<file path="config.mk">
export PLATFORM = sky130hd
export DESIGN_NAME = cfg_space_top
export DESIGN_NICKNAME = d
export VERILOG_FILES = /design/src/hw/cfg_space_pkg.sv /design/src/hw/irq_cfg_if.sv /design/src/hw/irq_msg_if.sv /design/src/hw/cfg_regs.sv /design/src/hw/cfg_space_top.sv /design/src/hw/irq_msg_fifo.sv /design/src/hw/irq_msg_gen.sv /design/src/hw/irq_msg_out.sv
export SDC_FILE = /design/constraint.sdc
export NUM_CORES = 2
export LEC_CHECK = 0
export ABC_CLOCK_PERIOD_IN_PS = 11200
export BUFFER_PORTS_ARGS = -buffer_cell sky130_fd_sc_hd__buf_2
export CELL_PAD_IN_SITES_DETAIL_PLACEMENT = 1
export CELL_PAD_IN_SITES_GLOBAL_PLACEMENT = 2
export CORE_MARGIN = 4
export CORE_UTILIZATION = 25
export DETAILED_ROUTE_END_ITERATION = 16
export PLACE_DENSITY_LB_ADDON = 0.1
export SYNTH_ARGS = -nofsm -noshare
export SYNTH_HDL_FRONTEND = slang
export SYNTH_SLANG_ARGS = --single-unit
</file>
<file path="constraint.sdc">
create_clock -name clk_i -period 11.2 [get_ports clk_i]
set_input_delay 1.12 -clock clk_i [delete_from_list [all_inputs] [get_ports clk_i]]
set_output_delay 1.12 -clock clk_i [all_outputs]
set_load 0.02 [all_outputs]
</file>
<file path="src/hw/cfg_space_pkg.sv">
package cfg_space_pkg;

  // ==============================
  // identity and bus match
  // ==============================
  localparam logic [7:0]  CFG_BUS              = 8'd0;
  localparam logic [4:0]  CFG_DEVICE           = 5'd3;
  localparam logic [2:0]  CFG_FUNC             = 3'd0;
  localparam logic [15:0] CFG_VENDOR_ID        = 16'h1A2B;
  localparam logic [15:0] CFG_DEVICE_ID        = 16'h0C31;
  localparam logic [15:0] CFG_SUBSYS_VENDOR_ID = 16'h1A2B;
  localparam logic [15:0] CFG_SUBSYS_ID        = 16'h0001;
  localparam logic [7:0]  CFG_CLASS            = 8'h03;   // display controller
  localparam logic [7:0]  CFG_SUBCLASS         = 8'h80;   // other
  localparam logic [7:0]  CFG_PROGIF           = 8'h01;
  localparam logic [7:0]  CFG_REVISION         = 8'h00;
  localparam logic [7:0]  CFG_CACHE_LINE       = 8'd8;    // in dwords
  localparam logic [7:0]  CFG_HEADER_TYPE      = 8'h00;   // plain device
  localparam logic [31:0] CFG_ROM_ADDR         = 32'hFFFF_FFF0;
  localparam logic [31:0] BAR_RESET            = 32'h0010_0000;
  localparam logic [31:0] BAR_MASK             = 32'hFFFF_F000;  // 4 KB window
  localparam logic [15:0] CMD_RESET            = 16'h0003;  // io + mem enabled

  // ==============================
  // register map, dword indices
  // ==============================
  localparam int REG_IDX_W = 6;
  localparam logic [REG_IDX_W-1:0] REG_ID_VENDOR   = 6'd0;
  localparam logic [REG_IDX_W-1:0] REG_ID_CMD_STAT = 6'd1;
  localparam logic [REG_IDX_W-1:0] REG_ID_CLASS    = 6'd2;
  localparam logic [REG_IDX_W-1:0] REG_ID_HEADER   = 6'd3;
  localparam logic [REG_IDX_W-1:0] REG_ID_BAR0     = 6'd4;
  localparam logic [REG_IDX_W-1:0] REG_ID_BAR1     = 6'd5;
  localparam logic [REG_IDX_W-1:0] REG_ID_BAR2     = 6'd6;
  localparam logic [REG_IDX_W-1:0] REG_ID_BAR3     = 6'd7;  // not implemented
  localparam logic [REG_IDX_W-1:0] REG_ID_BAR4     = 6'd8;
  localparam logic [REG_IDX_W-1:0] REG_ID_BAR5     = 6'd9;
  localparam logic [REG_IDX_W-1:0] REG_ID_SUBSYS   = 6'd11;
  localparam logic [REG_IDX_W-1:0] REG_ID_ROM      = 6'd12;
  localparam logic [REG_IDX_W-1:0] REG_ID_IRQ_TBL  = 6'd16;  // 4 dwords per slot

  // interrupt table fields
  localparam logic [1:0] FLD_DAT = 2'd0;
  localparam logic [1:0] FLD_ADR = 2'd1;
  localparam logic [1:0] FLD_TID = 2'd2;

  // ==============================
  // interrupt messages
  // ==============================
  localparam int IRQ_SLOTS      = 4;
  localparam int SLOT_W         = 2;
  localparam int TID_W          = 13;
  localparam int IRQ_HOLDOFF    = 63;   // also the timer saturation value
  localparam int MSG_FIFO_DEPTH = 16;
  localparam int FIFO_PTR_W     = $clog2(MSG_FIFO_DEPTH);

  typedef struct packed {
    logic [4:0] rsvd_hi;      // 15:11 read 0
    logic       int_disable;
    logic       fast_b2b;     // reads 1
    logic       serr_en;
    logic       rsvd7;
    logic       parity_resp;
    logic       vga_snoop;    // 5:3 read 0
    logic       mwi_en;
    logic       special_cyc;
    logic       bus_master;
    logic       mem_space;
    logic       io_space;
  } cmd_bits_s;

  typedef struct packed {
    logic [15:0] stat;
    cmd_bits_s   cmd;
  } cmd_stat_s;

  typedef union packed {
    logic [31:0] raw;         // byte-enabled writes
    cmd_stat_s   f;           // decode and forcing
  } cmd_stat_u;

endpackage

</file>
<file path="src/hw/irq_cfg_if.sv">
`timescale 1ns/100ps

interface irq_cfg_if import cfg_space_pkg::*; ();

  logic              wr_en;        // table write strobe
  logic [SLOT_W-1:0] slot;
  logic [1:0]        field;        // dat, adr or tid
  logic [31:0]       wdata;
  logic              sw_req;       // software request for slot
  logic [31:0]       rdata;        // combinational table read
  logic              int_disable;  // from command word

  modport master (
    output wr_en, slot, field, wdata, sw_req, int_disable,
    input  rdata
  );

  modport gen (
    input  wr_en, slot, field, wdata, sw_req, int_disable,
    output rdata
  );

endinterface

</file>
<file path="src/hw/irq_msg_if.sv">
`timescale 1ns/100ps

interface irq_msg_if import cfg_space_pkg::*; ();

  logic             valid;  // held until taken
  logic             ready;
  logic [TID_W-1:0] tid;
  logic [31:0]      adr;
  logic [31:0]      dat;

  modport src (
    output valid, tid, adr, dat,
    input  ready
  );

  modport snk (
    input  valid, tid, adr, dat,
    output ready
  );

endinterface

</file>
<file path="src/hw/cfg_regs.sv">
`timescale 1ns/100ps

module cfg_regs import cfg_space_pkg::*; (
  input  logic        clk_i,
  input  logic        rst_i,
  input  logic        cfg_sel_i,
  input  logic        wb_cyc_i,
  input  logic        wb_stb_i,
  input  logic        wb_we_i,
  input  logic [3:0]  wb_sel_i,
  input  logic [31:0] wb_adr_i,
  input  logic [31:0] wb_dat_i,
  output logic [31:0] wb_dat_o,
  output logic        wb_ack_o,
  output logic [2:0]  cs_bar_o,
  input  logic        irq_stat_i,
  irq_cfg_if.master   cfg
);

  logic                 cfg_cyc;    // strobe aimed at this function
  logic                 served_q;   // strobe already answered
  logic                 start;      // first clock of a config cycle
  logic                 wr_start;
  logic [REG_IDX_W-1:0] idx;        // dword index
  logic                 tbl_hit;
  logic [31:0]          bar_q [3];
  cmd_stat_u            cmd_q;
  cmd_stat_u            cmd_rd;     // as read back
  logic [31:0]          rd_val;

  // ==============================
  // decode and ack
  // ==============================
  assign cfg_cyc = cfg_sel_i && wb_cyc_i && wb_stb_i &&
                   wb_adr_i[29:22] == CFG_BUS &&
                   wb_adr_i[21:17] == CFG_DEVICE &&
                   wb_adr_i[16:14] == CFG_FUNC;
  assign start    = cfg_cyc && !served_q;
  assign wr_start = start && wb_we_i;
  assign idx      = wb_adr_i[REG_IDX_W+1:2];
  assign tbl_hit  = idx[REG_IDX_W-1:4] == REG_ID_IRQ_TBL[REG_IDX_W-1:4];

  always_ff @(posedge clk_i) begin
    if (rst_i) begin
      served_q <= 1'b0;
      wb_ack_o <= 1'b0;
    end else begin
      served_q <= cfg_cyc;  // drops once the master releases stb
      wb_ack_o <= start;    // single clock, one after the strobe
    end
  end

  always_ff @(posedge clk_i) begin
    if (start)
      wb_dat_o <= rd_val;   // valid in the ack clock
  end

  // command word as seen by the bus, forced bits applied
  always_comb begin
    cmd_rd                  = cmd_q;
    cmd_rd.f.cmd.special_cyc = 1'b0;
    cmd_rd.f.cmd.mwi_en     = 1'b0;
    cmd_rd.f.cmd.vga_snoop  = 1'b0;
    cmd_rd.f.cmd.rsvd7      = 1'b0;
    cmd_rd.f.cmd.fast_b2b   = 1'b1;
    cmd_rd.f.cmd.rsvd_hi    = 5'd0;
    cmd_rd.f.stat           = 16'h02A0;  // medium devsel, fast b2b, 66 MHz
    cmd_rd.f.stat[3]        = irq_stat_i; // interrupt status
  end

  // ==============================
  // writes
  // ==============================
  always_ff @(posedge clk_i) begin
    if (rst_i) begin
      cmd_q.raw <= {16'h0000, CMD_RESET};
      for (int b = 0; b < 3; b++) begin
        bar_q[b] <= BAR_RESET;
      end
    end else if (wr_start) begin
      if (idx == REG_ID_CMD_STAT) begin
        if (wb_sel_i[0]) cmd_q.raw[7:0] <= wb_dat_i[7:0];
        if (wb_sel_i[1]) cmd_q.raw[15:8] <= wb_dat_i[15:8];
      end
      for (int b = 0; b < 3; b++) begin
        if (idx == REG_ID_BAR0 + REG_IDX_W'(b)) begin
          if (&wb_sel_i && &wb_dat_i) begin
            bar_q[b] <= BAR_MASK;       // sizing probe
          end else begin
            for (int k = 0; k < 4; k++) begin
              if (wb_sel_i[k]) bar_q[b][8*k +: 8] <= wb_dat_i[8*k +: 8];
            end
          end
        end
      end
    end
  end

  // table port, slot and field straight from the index
  assign cfg.slot        = idx[SLOT_W+1:2];
  assign cfg.field       = idx[1:0];
  assign cfg.wdata       = wb_dat_i;
  assign cfg.wr_en       = wr_start && tbl_hit &&
                           (cfg.field == FLD_TID ? &wb_sel_i[1:0] : &wb_sel_i);
  assign cfg.sw_req      = wr_start && tbl_hit && cfg.field == FLD_TID && wb_sel_i[3];
  assign cfg.int_disable = cmd_rd.f.cmd.int_disable;

  // ==============================
  // read mux
  // ==============================
  always_comb begin
    case (idx)
      REG_ID_VENDOR:   rd_val = {CFG_DEVICE_ID, CFG_VENDOR_ID};
      REG_ID_CMD_STAT: rd_val = cmd_rd.raw;
      REG_ID_CLASS:    rd_val = {CFG_CLASS, CFG_SUBCLASS, CFG_PROGIF, CFG_REVISION};
      REG_ID_HEADER:   rd_val = {8'h00, CFG_HEADER_TYPE, 8'h00, CFG_CACHE_LINE};
      REG_ID_BAR0:     rd_val = bar_q[0];
      REG_ID_BAR1:     rd_val = bar_q[1];
      REG_ID_BAR2:     rd_val = bar_q[2];
      REG_ID_BAR3,
      REG_ID_BAR4,
      REG_ID_BAR5:     rd_val = 32'hFFFF_FFFF;
      REG_ID_SUBSYS:   rd_val = {CFG_SUBSYS_ID, CFG_SUBSYS_VENDOR_ID};
      REG_ID_ROM:      rd_val = CFG_ROM_ADDR;
      default:         rd_val = tbl_hit ? cfg.rdata : 32'd0;
    endcase
  end

  // chip selects, masked compare against each BAR
  always_comb begin
    for (int b = 0; b < 3; b++) begin
      cs_bar_o[b] = wb_cyc_i && ((wb_adr_i ^ bar_q[b]) & BAR_MASK) == 32'd0;
    end
  end

  a_ack_single: assert property (@(posedge clk_i) disable iff (rst_i)
    wb_ack_o |=> !wb_ack_o);

endmodule

</file>
<file path="src/hw/cfg_space_top.sv">
`timescale 1ns/100ps

module cfg_space_top import cfg_space_pkg::*; (
  input  logic                 clk_i,
  input  logic                 rst_i,
  // config port, wishbone classic
  input  logic                 cfg_sel_i,
  input  logic                 wb_cyc_i,
  input  logic                 wb_stb_i,
  input  logic                 wb_we_i,
  input  logic [3:0]           wb_sel_i,
  input  logic [31:0]          wb_adr_i,
  input  logic [31:0]          wb_dat_i,
  output logic [31:0]          wb_dat_o,
  output logic                 wb_ack_o,
  output logic [2:0]           cs_bar_o,
  // interrupt levels and message port
  input  logic [IRQ_SLOTS-1:0] irq_i,
  output logic                 msg_valid_o,
  output logic [TID_W-1:0]     msg_tid_o,
  output logic [31:0]          msg_adr_o,
  output logic [31:0]          msg_dat_o,
  input  logic                 msg_ready_i
);

  logic cfg_busy;   // config cycle holds off message loads
  logic irq_stat;   // any level interrupt raised

  assign cfg_busy = cfg_sel_i && wb_cyc_i && wb_stb_i &&
                    wb_adr_i[29:22] == CFG_BUS &&
                    wb_adr_i[21:17] == CFG_DEVICE &&
                    wb_adr_i[16:14] == CFG_FUNC;
  assign irq_stat = |irq_i;

  irq_cfg_if cfg_tbl ();
  irq_msg_if gen_msg ();   // generator to fifo
  irq_msg_if out_msg ();   // fifo to output stage

  cfg_regs u_regs (
    .clk_i      (clk_i),
    .rst_i      (rst_i),
    .cfg_sel_i  (cfg_sel_i),
    .wb_cyc_i   (wb_cyc_i),
    .wb_stb_i   (wb_stb_i),
    .wb_we_i    (wb_we_i),
    .wb_sel_i   (wb_sel_i),
    .wb_adr_i   (wb_adr_i),
    .wb_dat_i   (wb_dat_i),
    .wb_dat_o   (wb_dat_o),
    .wb_ack_o   (wb_ack_o),
    .cs_bar_o   (cs_bar_o),
    .irq_stat_i (irq_stat),
    .cfg        (cfg_tbl.master)
  );

  irq_msg_gen u_gen (
    .clk_i (clk_i),
    .rst_i (rst_i),
    .irq_i (irq_i),
    .cfg   (cfg_tbl.gen),
    .msg   (gen_msg.src)
  );

  irq_msg_fifo u_fifo (
    .clk_i (clk_i),
    .rst_i (rst_i),
    .wr    (gen_msg.snk),
    .rd    (out_msg.src)
  );

  irq_msg_out u_out (
    .clk_i       (clk_i),
    .rst_i       (rst_i),
    .cfg_busy_i  (cfg_busy),
    .fifo        (out_msg.snk),
    .msg_valid_o (msg_valid_o),
    .msg_tid_o   (msg_tid_o),
    .msg_adr_o   (msg_adr_o),
    .msg_dat_o   (msg_dat_o),
    .msg_ready_i (msg_ready_i)
  );

endmodule

</file>
<file path="src/hw/irq_msg_fifo.sv">
`timescale 1ns/100ps

module irq_msg_fifo import cfg_space_pkg::*; (
  input  logic   clk_i,
  input  logic   rst_i,
  irq_msg_if.snk wr,
  irq_msg_if.src rd
);

  logic [TID_W+63:0]     mem [MSG_FIFO_DEPTH];  // {tid, adr, dat}
  logic [FIFO_PTR_W-1:0] wr_ptr_q;
  logic [FIFO_PTR_W-1:0] rd_ptr_q;
  logic [FIFO_PTR_W:0]   count_q;
  logic                  push;
  logic                  pop;

  assign wr.ready = count_q != MSG_FIFO_DEPTH[FIFO_PTR_W:0];  // not full
  assign rd.valid = count_q != '0;                           // not empty
  assign push     = wr.valid && wr.ready;
  assign pop      = rd.valid && rd.ready;

  // fall-through read, head entry always on the port
  assign {rd.tid, rd.adr, rd.dat} = mem[rd_ptr_q];

  always_ff @(posedge clk_i) begin
    if (push)
      mem[wr_ptr_q] <= {wr.tid, wr.adr, wr.dat};
  end

  // ==============================
  // pointers and count
  // ==============================
  always_ff @(posedge clk_i) begin
    if (rst_i) begin
      wr_ptr_q <= '0;
      rd_ptr_q <= '0;
      count_q  <= '0;
    end else begin
      if (push) wr_ptr_q <= wr_ptr_q + FIFO_PTR_W'(1);  // wraps at depth
      if (pop) rd_ptr_q <= rd_ptr_q + FIFO_PTR_W'(1);
      case ({push, pop})
        2'b10:   count_q <= count_q + (FIFO_PTR_W+1)'(1);
        2'b01:   count_q <= count_q - (FIFO_PTR_W+1)'(1);
        default: ;  // both or neither
      endcase
    end
  end

  a_count_range: assert property (@(posedge clk_i) disable iff (rst_i)
    count_q <= MSG_FIFO_DEPTH[FIFO_PTR_W:0]);

endmodule

</file>
<file path="src/hw/irq_msg_gen.sv">
`timescale 1ns/100ps

module irq_msg_gen import cfg_space_pkg::*; (
  input  logic                 clk_i,
  input  logic                 rst_i,
  input  logic [IRQ_SLOTS-1:0] irq_i,
  irq_cfg_if.gen               cfg,
  irq_msg_if.src               msg
);

  logic [31:0]          tbl_dat [IRQ_SLOTS];
  logic [31:0]          tbl_adr [IRQ_SLOTS];
  logic [TID_W-1:0]     tbl_tid [IRQ_SLOTS];
  logic [5:0]           timer_q [IRQ_SLOTS];  // holdoff, saturates
  logic [IRQ_SLOTS-1:0] flag_q;               // pending per slot
  logic [IRQ_SLOTS-1:0] sat;
  logic [IRQ_SLOTS-1:0] cond;
  logic [IRQ_SLOTS-1:0] pend;                 // flags left after this transfer
  logic                 vld_q;
  logic [SLOT_W-1:0]    slot_q;               // slot on offer
  logic [SLOT_W-1:0]    pick;
  logic                 xfer;

  // table access from the register file
  always_comb begin
    case (cfg.field)
      FLD_DAT: cfg.rdata = tbl_dat[cfg.slot];
      FLD_ADR: cfg.rdata = tbl_adr[cfg.slot];
      FLD_TID: cfg.rdata = {{(32-TID_W){1'b0}}, tbl_tid[cfg.slot]};
      default: cfg.rdata = 32'd0;
    endcase
  end

  always_ff @(posedge clk_i) begin
    if (cfg.wr_en) begin
      case (cfg.field)
        FLD_DAT: tbl_dat[cfg.slot] <= cfg.wdata;
        FLD_ADR: tbl_adr[cfg.slot] <= cfg.wdata;
        FLD_TID: tbl_tid[cfg.slot] <= cfg.wdata[TID_W-1:0];
        default: ;
      endcase
    end
  end

  // ==============================
  // trigger and priority
  // ==============================
  assign xfer = vld_q && msg.ready;

  always_comb begin
    for (int s = 0; s < IRQ_SLOTS; s++) begin
      sat[s]  = timer_q[s] == IRQ_HOLDOFF[5:0];
      cond[s] = (irq_i[s] && !cfg.int_disable) ||
                (cfg.sw_req && cfg.slot == SLOT_W'(s));
    end
    pend = flag_q;
    if (xfer) pend[slot_q] = 1'b0;
    pick = '0;
    for (int s = IRQ_SLOTS-1; s >= 0; s--) begin
      if (pend[s]) pick = SLOT_W'(s);       // lowest index wins
    end
  end

  always_ff @(posedge clk_i) begin
    if (rst_i) begin
      flag_q <= '0;
      vld_q  <= 1'b0;
      for (int s = 0; s < IRQ_SLOTS; s++) begin
        timer_q[s] <= IRQ_HOLDOFF[5:0];
      end
    end else begin
      for (int s = 0; s < IRQ_SLOTS; s++) begin
        if (!sat[s]) timer_q[s] <= timer_q[s] + 6'd1;
        if (cond[s] && sat[s]) flag_q[s] <= 1'b1;
      end
      if (xfer) begin
        flag_q[slot_q]  <= 1'b0;  // clear wins over a new set
        timer_q[slot_q] <= 6'd0;  // holdoff restarts
      end
      if (!vld_q || xfer) vld_q <= |pend;
    end
  end

  always_ff @(posedge clk_i) begin
    if (!vld_q || xfer)
      slot_q <= pick;
  end

  assign msg.valid = vld_q;
  assign msg.tid   = tbl_tid[slot_q];
  assign msg.adr   = tbl_adr[slot_q];
  assign msg.dat   = tbl_dat[slot_q];

  a_offer_sat: assert property (@(posedge clk_i) disable iff (rst_i)
    msg.valid |-> sat[slot_q]);

endmodule

</file>
<file path="src/hw/irq_msg_out.sv">
`timescale 1ns/100ps

module irq_msg_out import cfg_space_pkg::*; (
  input  logic             clk_i,
  input  logic             rst_i,
  input  logic             cfg_busy_i,
  irq_msg_if.snk           fifo,
  output logic             msg_valid_o,
  output logic [TID_W-1:0] msg_tid_o,
  output logic [31:0]      msg_adr_o,
  output logic [31:0]      msg_dat_o,
  input  logic             msg_ready_i
);

  logic load;   // register free and the bus quiet

  assign load       = (!msg_valid_o || msg_ready_i) && !cfg_busy_i;
  assign fifo.ready = load;

  always_ff @(posedge clk_i) begin
    if (rst_i)
      msg_valid_o <= 1'b0;
    else if (load)
      msg_valid_o <= fifo.valid;
    else if (msg_ready_i)
      msg_valid_o <= 1'b0;   // taken while config traffic blocks the refill
  end

  always_ff @(posedge clk_i) begin
    if (load && fifo.valid) begin
      msg_tid_o <= fifo.tid;
      msg_adr_o <= fifo.adr;
      msg_dat_o <= fifo.dat;
    end
  end

  a_hold: assert property (@(posedge clk_i) disable iff (rst_i)
    msg_valid_o && !msg_ready_i |=> msg_valid_o && $stable(msg_tid_o) &&
    $stable(msg_adr_o) && $stable(msg_dat_o));

endmodule

</file>
Word level (Yosys, flattened, before mapping)

Memories as Yosys holds them, arrays and structs flattened. A register that Yosys moved wholly into a read port is not among the register bits.
Cells that the tools add are included.

Output and inout port bits: 114
Word-level logic and storage cells: 278
Latch bits: 0
Input bits: 79
RAM bits: 1660
Bits in read-only memories: 0
Memories: 6
Register bits: 65

Reduce and logical (&&, ||, !) cells: 62
Eq/ne operators: 25
Multiply operators: 0
Bitwise gates (word level): 25
Div/mod/pow operators: 0
Multiplexer cells: 137
$add $sub $neg: 8
Magnitude comparators: 2
Shift-type cells: 0

Memories:

| name          | depth | bits a word | rd ports | clocked after Yosys merged registers in | write ports | RTL line           | text |
|---|---|---|---|---|---|---|---|
| u_fifo.mem    | 16    | 77          | 1        | 1                                       | 1           | irq_msg_fifo.sv:10 | `logic [TID_W+63:0] mem [MSG_FIFO_DEPTH];` |
| u_gen.tbl_adr | 4     | 32          | 2        | 0                                       | 1           | irq_msg_gen.sv:12  | `logic [31:0] tbl_adr [IRQ_SLOTS];` |
| u_gen.tbl_dat | 4     | 32          | 2        | 0                                       | 1           | irq_msg_gen.sv:11  | `logic [31:0] tbl_dat [IRQ_SLOTS];` |
| u_regs.bar_q  | 3     | 32          | 3        | 0                                       | 3           | cfg_regs.sv:26     | `logic [31:0] bar_q [3];` |
| u_gen.tbl_tid | 4     | 13          | 2        | 0                                       | 1           | irq_msg_gen.sv:13  | `logic [TID_W-1:0] tbl_tid [IRQ_SLOTS];` |
| u_gen.timer_q | 4     | 6           | 4        | 0                                       | 5           | irq_msg_gen.sv:14  | `logic [5:0] timer_q [IRQ_SLOTS];` |

Operator list:

| cell                | count |
|---|---|
| $pmux 32 s10        | 1 |
| $mux 32             | 4 |
| $mux 1              | 109 |
| $logic_not 32->1    | 3 |
| $mux 8              | 12 |
| $pmux 32 s3         | 1 |
| $xor 32x32->32      | 3 |
| $reduce_and 32->1   | 1 |
| $logic_and 1x1->1   | 31 |
| $add 6x1->6 const B | 4 |
| $eq 6x3->1 const B  | 4 |
| $eq 6x4->1 const B  | 4 |
| $eq 6x6->1 const B  | 4 |
| $mux 6              | 4 |
| $or 1x1->1          | 19 |
| $eq 6x2->1 const B  | 2 |
| $pmux 5 s2          | 1 |
| $add 4x1->4 const B | 2 |
| $and 4x4->4         | 2 |
| $eq 2x1->1 const B  | 4 |
| $eq 2x2->1 const B  | 4 |
| $logic_not 8->1     | 1 |
| $mux 4              | 2 |
| $reduce_or 4->1     | 2 |
| other kinds (22)    | 35 |

Longest topological paths before layout

Depth in word-level cells: 17
Mapped depth: 13
Mapped depth without buffers: 12

Cells and area by module

Synthesis repeated with hierarchy kept, for this count alone.

Cells, all modules: 3504
Area total of the unflattened synthesis: 71623.7 um2

Modules (own cells, without submodules):

| module        | area an instance (um2) | seq. area each (um2) | times used | cells an instance |
|---|---|---|---|---|
| irq_msg_fifo  | 46962.5                | 37335.8              | 1          | 2010 |
| irq_msg_gen   | 15039.4                | 9889.5               | 1          | 782 |
| cfg_regs      | 7180.6                 | 4003.8               | 1          | 619 |
| irq_msg_out   | 2369.8                 | 2332.2               | 1          | 84 |
| cfg_space_top | 71.3                   | 0.0                  | 1          | 9 |

Worst setup path before layout

Ideal clock, no wire load.

Path type: input to register
From: in wb_adr_i[24]
To: mem u_gen.tbl_adr[0][0] (enable)
Buffers on the path: 1
Required time: 10.739 ns
Path slack: 5.356 ns
Data arrival time: 5.384 ns
Stages: 6
Cells stage by stage: buf_2 nor4_4 nand4_4 nor3_4 nand4_1 nor3_1

Cells in the longest elaborated chain, start to end: 10

Ends and longest elaborated chain:

| element                         | RTL line            | text |
|---|---|---|
| start: declaration              | cfg_space_top.sv:12 | `input logic [31:0] wb_adr_i,` |
| $logic_not 8->1                 | cfg_regs.sv:35      | `wb_adr_i[29:22] == CFG_BUS &&` |
| $logic_and 1x1->1               | cfg_regs.sv:34      | `assign cfg_cyc = cfg_sel_i && wb_cyc_i && wb_stb_i &&` |
| $logic_and 1x1->1               | cfg_regs.sv:35      |  |
| $logic_and 1x1->1               | cfg_regs.sv:36      | `wb_adr_i[21:17] == CFG_DEVICE &&` |
| $logic_and 1x1->1               | cfg_regs.sv:38      | `assign start = cfg_cyc && !served_q;` |
| via u_regs.start                | cfg_regs.sv:22      | `logic start;` |
| $logic_and 1x1->1               | cfg_regs.sv:39      | `assign wr_start = start && wb_we_i;` |
| $logic_and 1x1->1 (2 in series) | cfg_regs.sv:103     | `assign cfg.wr_en = wr_start && tbl_hit &&` |
| $mux 1                          | irq_msg_gen.sv:35   | `if (cfg.wr_en) begin` |
| $mux 1 (implied by the code)    | irq_msg_gen.sv:38   | `FLD_ADR: tbl_adr[cfg.slot] <= cfg.wdata;` |
| end: declaration                | irq_msg_gen.sv:12   |  |

The timed path passes the listed nets, and every way through them passes these cells.

Final worst setup path

From: in wb_adr_i[24]
To: out cs_bar_o[1]

Cells in the longest elaborated chain, start to end: 3

Ends and longest elaborated chain:

| element           | RTL line            | text |
|---|---|---|
| $xor 32x32->32    | cfg_regs.sv:132     | `cs_bar_o[b] = wb_cyc_i && ((wb_adr_i ^ bar_q[b]) & BAR_MASK) == 32'd0;` |
| $logic_not 32->1  | cfg_regs.sv:132     |  |
| $logic_and 1x1->1 | cfg_regs.sv:132     |  |
| end: declaration  | cfg_space_top.sv:16 | `output logic [2:0] cs_bar_o,` |

Every way passes these cells.

==> impl_metrics.json <==
{
  "dp_hpwl_mm": 130,
  "fin_nets": 3660,
  "ys_seq_elements": 1798,
  "post-route-cell-area_sq_mm": 0.0837,
  "seq_area_frac_synth_pct": 74.9,
  "clk_transition_reported_paths_ns": 0.06,
  "yosysMostFrequentCell": "edfxtp_1",
  "ant_nets": 0,
  "nFillCells": 28349,
  "buffer_ports.inserted": 186,
  "dpl_cell_area_sq_mm": 0.0770,
  "syn_to_final_growth_pct": 17.2,
  "fin_crit_sh_pct": 36.8,
  "clock-root-buffer": "clkbuf_16",
  "tns_ns": 0,
  "syn_avg_cell_area_sq_um": 21.8,
  "finalCriticalPeriod_ns": 4.12,
  "maxSlewViolCount": 0,
  "cts.sinks": 1798,
  "yosysWarnings": 0,
  "start_kind": "input port",
  "syn_inst": 3274,
  "total_power_mw": 19.4,
  "clock_latency_ns": 0.88,
  "timing.fmax_mhz": 243,
  "grt_start_max_net_pins": 120,
  "peakVddDrop_mv": 0.134,
  "use_met1_pct": 22.7,
  "rsz0062_at_grt": "false",
  "post_cts_buffers": 0,
  "io_pins": 193,
  "die_w_microns": 542,
  "htreeDepth": 4,
  "critPathTopFamily": "simple AND/OR/NAND/NOR gates",
  "path_cells": "buf_2 > xor2_1 > nor4_1 > nand4_1 > nor4_1 > buf_2",
  "row_count": 195,
  "wire_per_inst_microns": 30.4,
  "synthMuxAreaShare_pct": 17.7,
  "synthTopCellsByCount": "edfxtp_1 (1747), mux4_2 (539), nor2_1 (113)",
  "finalSetupViolCount": 0,
  "worstPathRequired_ns": 10.08,
  "synthAdderAreaFrac_pct": 0.270,
  "gp_congestion": 0.739,
  "synth_area_leaders": "edfxtp_1 (73%), mux4_2 (17%), dfxtp_1 (1.4%), nor2_1 (0.59%), clkbuf_1 (0.54%)",
  "initial_core_util_pct": 25.2,
  "synthXorXnorAreaFrac_pct": 0.883,
  "antenna_found_initial": 22,
  "vias": 34863,
  "cts_made_buffers": 219,
  "drtIter0Drc": 2580,
  "outcome": "complete, no violations",
  "postCtsHoldBufs": 0,
  "hold_viol_final": 0,
  "use_met3_pct": 2.22,
  "crit_slowest_cell": "nor4_1",
  "cellPowerDensity_mw_per_mm2": 231,
  "grt_pass1_wl_mm": 317,
  "drc": 0,
  "synth_compound_area_share_pct": 2.21,
  "grt_overflow": 0,
  "hold-worst-slack_ns": 0.518,
  "synth-simple-area-share_pct": 2.78,
  "routed_via_density": 4.66,
  "maxSlewHeadroom_pct": 26.1,
  "cts_max_path_buffers": 4,
  "top_usage_layer": "met2",
  "synth_flop_cell": "edfxtp_1",
  "routed_wl_mm": 227,
  "cts_resized": 0,
  "first_global_vias": 38428,
  "cellLeakagePower_nw": 25.8,
  "synth_area_sq_mm": 0.0714,
  "cp.arrival_ns": 3.00,
  "yosysTopAreaCell": "edfxtp_1",
  "synth_top_area_share_pct": 73.5,
  "yosysUniqueCellTypes": 72,
  "use_met2_pct": 23.7,
  "fin_skew_ns": 0.0816,
  "critPathKind": "input port to primary output",
  "end_kind": "primary output",
  "dr.pass1.iters": 5,
  "async_flop_share_pct": 0,
  "worstMarginPinSlew_ns": 1.10,
  "cp_max_fo": 5,
  "gr-usage-all-layers_pct": 15.3,
  "die_y_microns": 542,
  "synth_enable_flop_cells": 1747,
  "die_area_sq_mm": 0.294,
  "cts_tree": "done",
  "crit_buf_inv": 2,
  "drv_cap": 0,
  "fp.coreArea_sq_mm": 0.283,
  "hold_class": "register to register",
  "synth_top_family_by_area": "multiplexers",
  "final_layout_size_suffix_gt1_share_pct": 31.1,
  "synth_fp_nets": 3367,
  "slowest_delay_ns": 0.59
}
[routing by layer]
layer | vias to the layer above | part of all wire (%)
li1 | 14513 | -
met1 | 19326 | 49
met3 | 275 | 3.7
met4 | 0 | 2.0
met2 | 749 | 46
met5 | - | 0
[path summary, 6_finish.rpt]
check             cells after the start                 to               from  slack, ns
setup reg to reg                      7  u_fifo.mem[2][56]  u_fifo.count_q[0]       7.34
hold reg to reg                       2    u_regs.cmd_q[6]    u_regs.cmd_q[6]       0.52
hold / removal                        2    u_regs.cmd_q[6]    u_regs.cmd_q[6]       0.52
setup / recovery                      6        cs_bar_o[1]       wb_adr_i[24]       7.08
[sequential cells by signal, summed over array words and instances (netlist names), 24 cells and up]
register / count
u_regs.bar_q: 96
u_out.msg_adr_o: 32
u_gen.tbl_dat: 128
u_out.msg_dat_o: 32
u_gen.tbl_adr: 128
u_gen.tbl_tid: 52
u_regs.wb_dat_o: 32
u_gen.timer_q: 24
u_fifo.mem: 1232
[power breakdown]
part,switching (mW),total [mW],internal [mW],leakage (nW)
Sequential,0.232,8.50,8.27,16.3
Clock,2.81,6.81,4.00,3.30
Combinational,2.46,4.07,1.61,6.18
[metrics by stage]
stage	cells	utilization, %	setup slack (ns)
after floorplan	3274	-	5.36
after global placement	7089	27.2	6.45
after detailed placement	7089	27.2	6.49
after CTS	7471	29.6	7.07
after global routing	7473	29.6	6.91
final	7475	29.6	7.08
[final cells by class]
type / instances / area, sq um / share of cell area [%]
Clock inverter: 108 / 980 / 1.17
Antenna cell: 4 / 10.0 / 0.0120
Multi-Input combinational cell: 1272 / 17200 / 20.5
Timing Repair Buffer: 262 / 1560 / 1.86
Clock buffer: 274 / 5750 / 6.87
Tap cell: 3743 / 4680 / 5.59
Inverter: 14 / 57.6 / 0.0687
Sequential cell: 1798 / 53500 / 63.9
[worst min-delay path, stage by stage, from the launching register on]
cell and delay [ns]:
dfxtp_1 0.33, mux2i_1 0.07, nor2_1 0.08
[placed cells by master, fill, tap and decap left out, types with 33 or more instances in the layout]
master     synthesis  final
mux2i_1           37     37
mux4_2           539    539
clkbuf_1         102     52
dfxtp_1           51     47
nand2_1           60     60
buf_2             65    184
clkinv_1           0     42
edfxtp_1        1747   1747
a21o_1            37     37
nand3_1           33     33
clkbuf_16          0    222
nor2_1           113    103
clkinv_2           0     38
nand4_1           38     38
xnor2_1           41     41
a21oi_1           34     34
buf_4              7     73
[cells by family after synthesis]
group | Yosys count
xor+xnor | 72
fa+ha+maj | 15
buf+inv | 204
compound gates | 229
flops | 1798
simple gates | 366
mux | 590
Power figures use the tool's default switching activity.
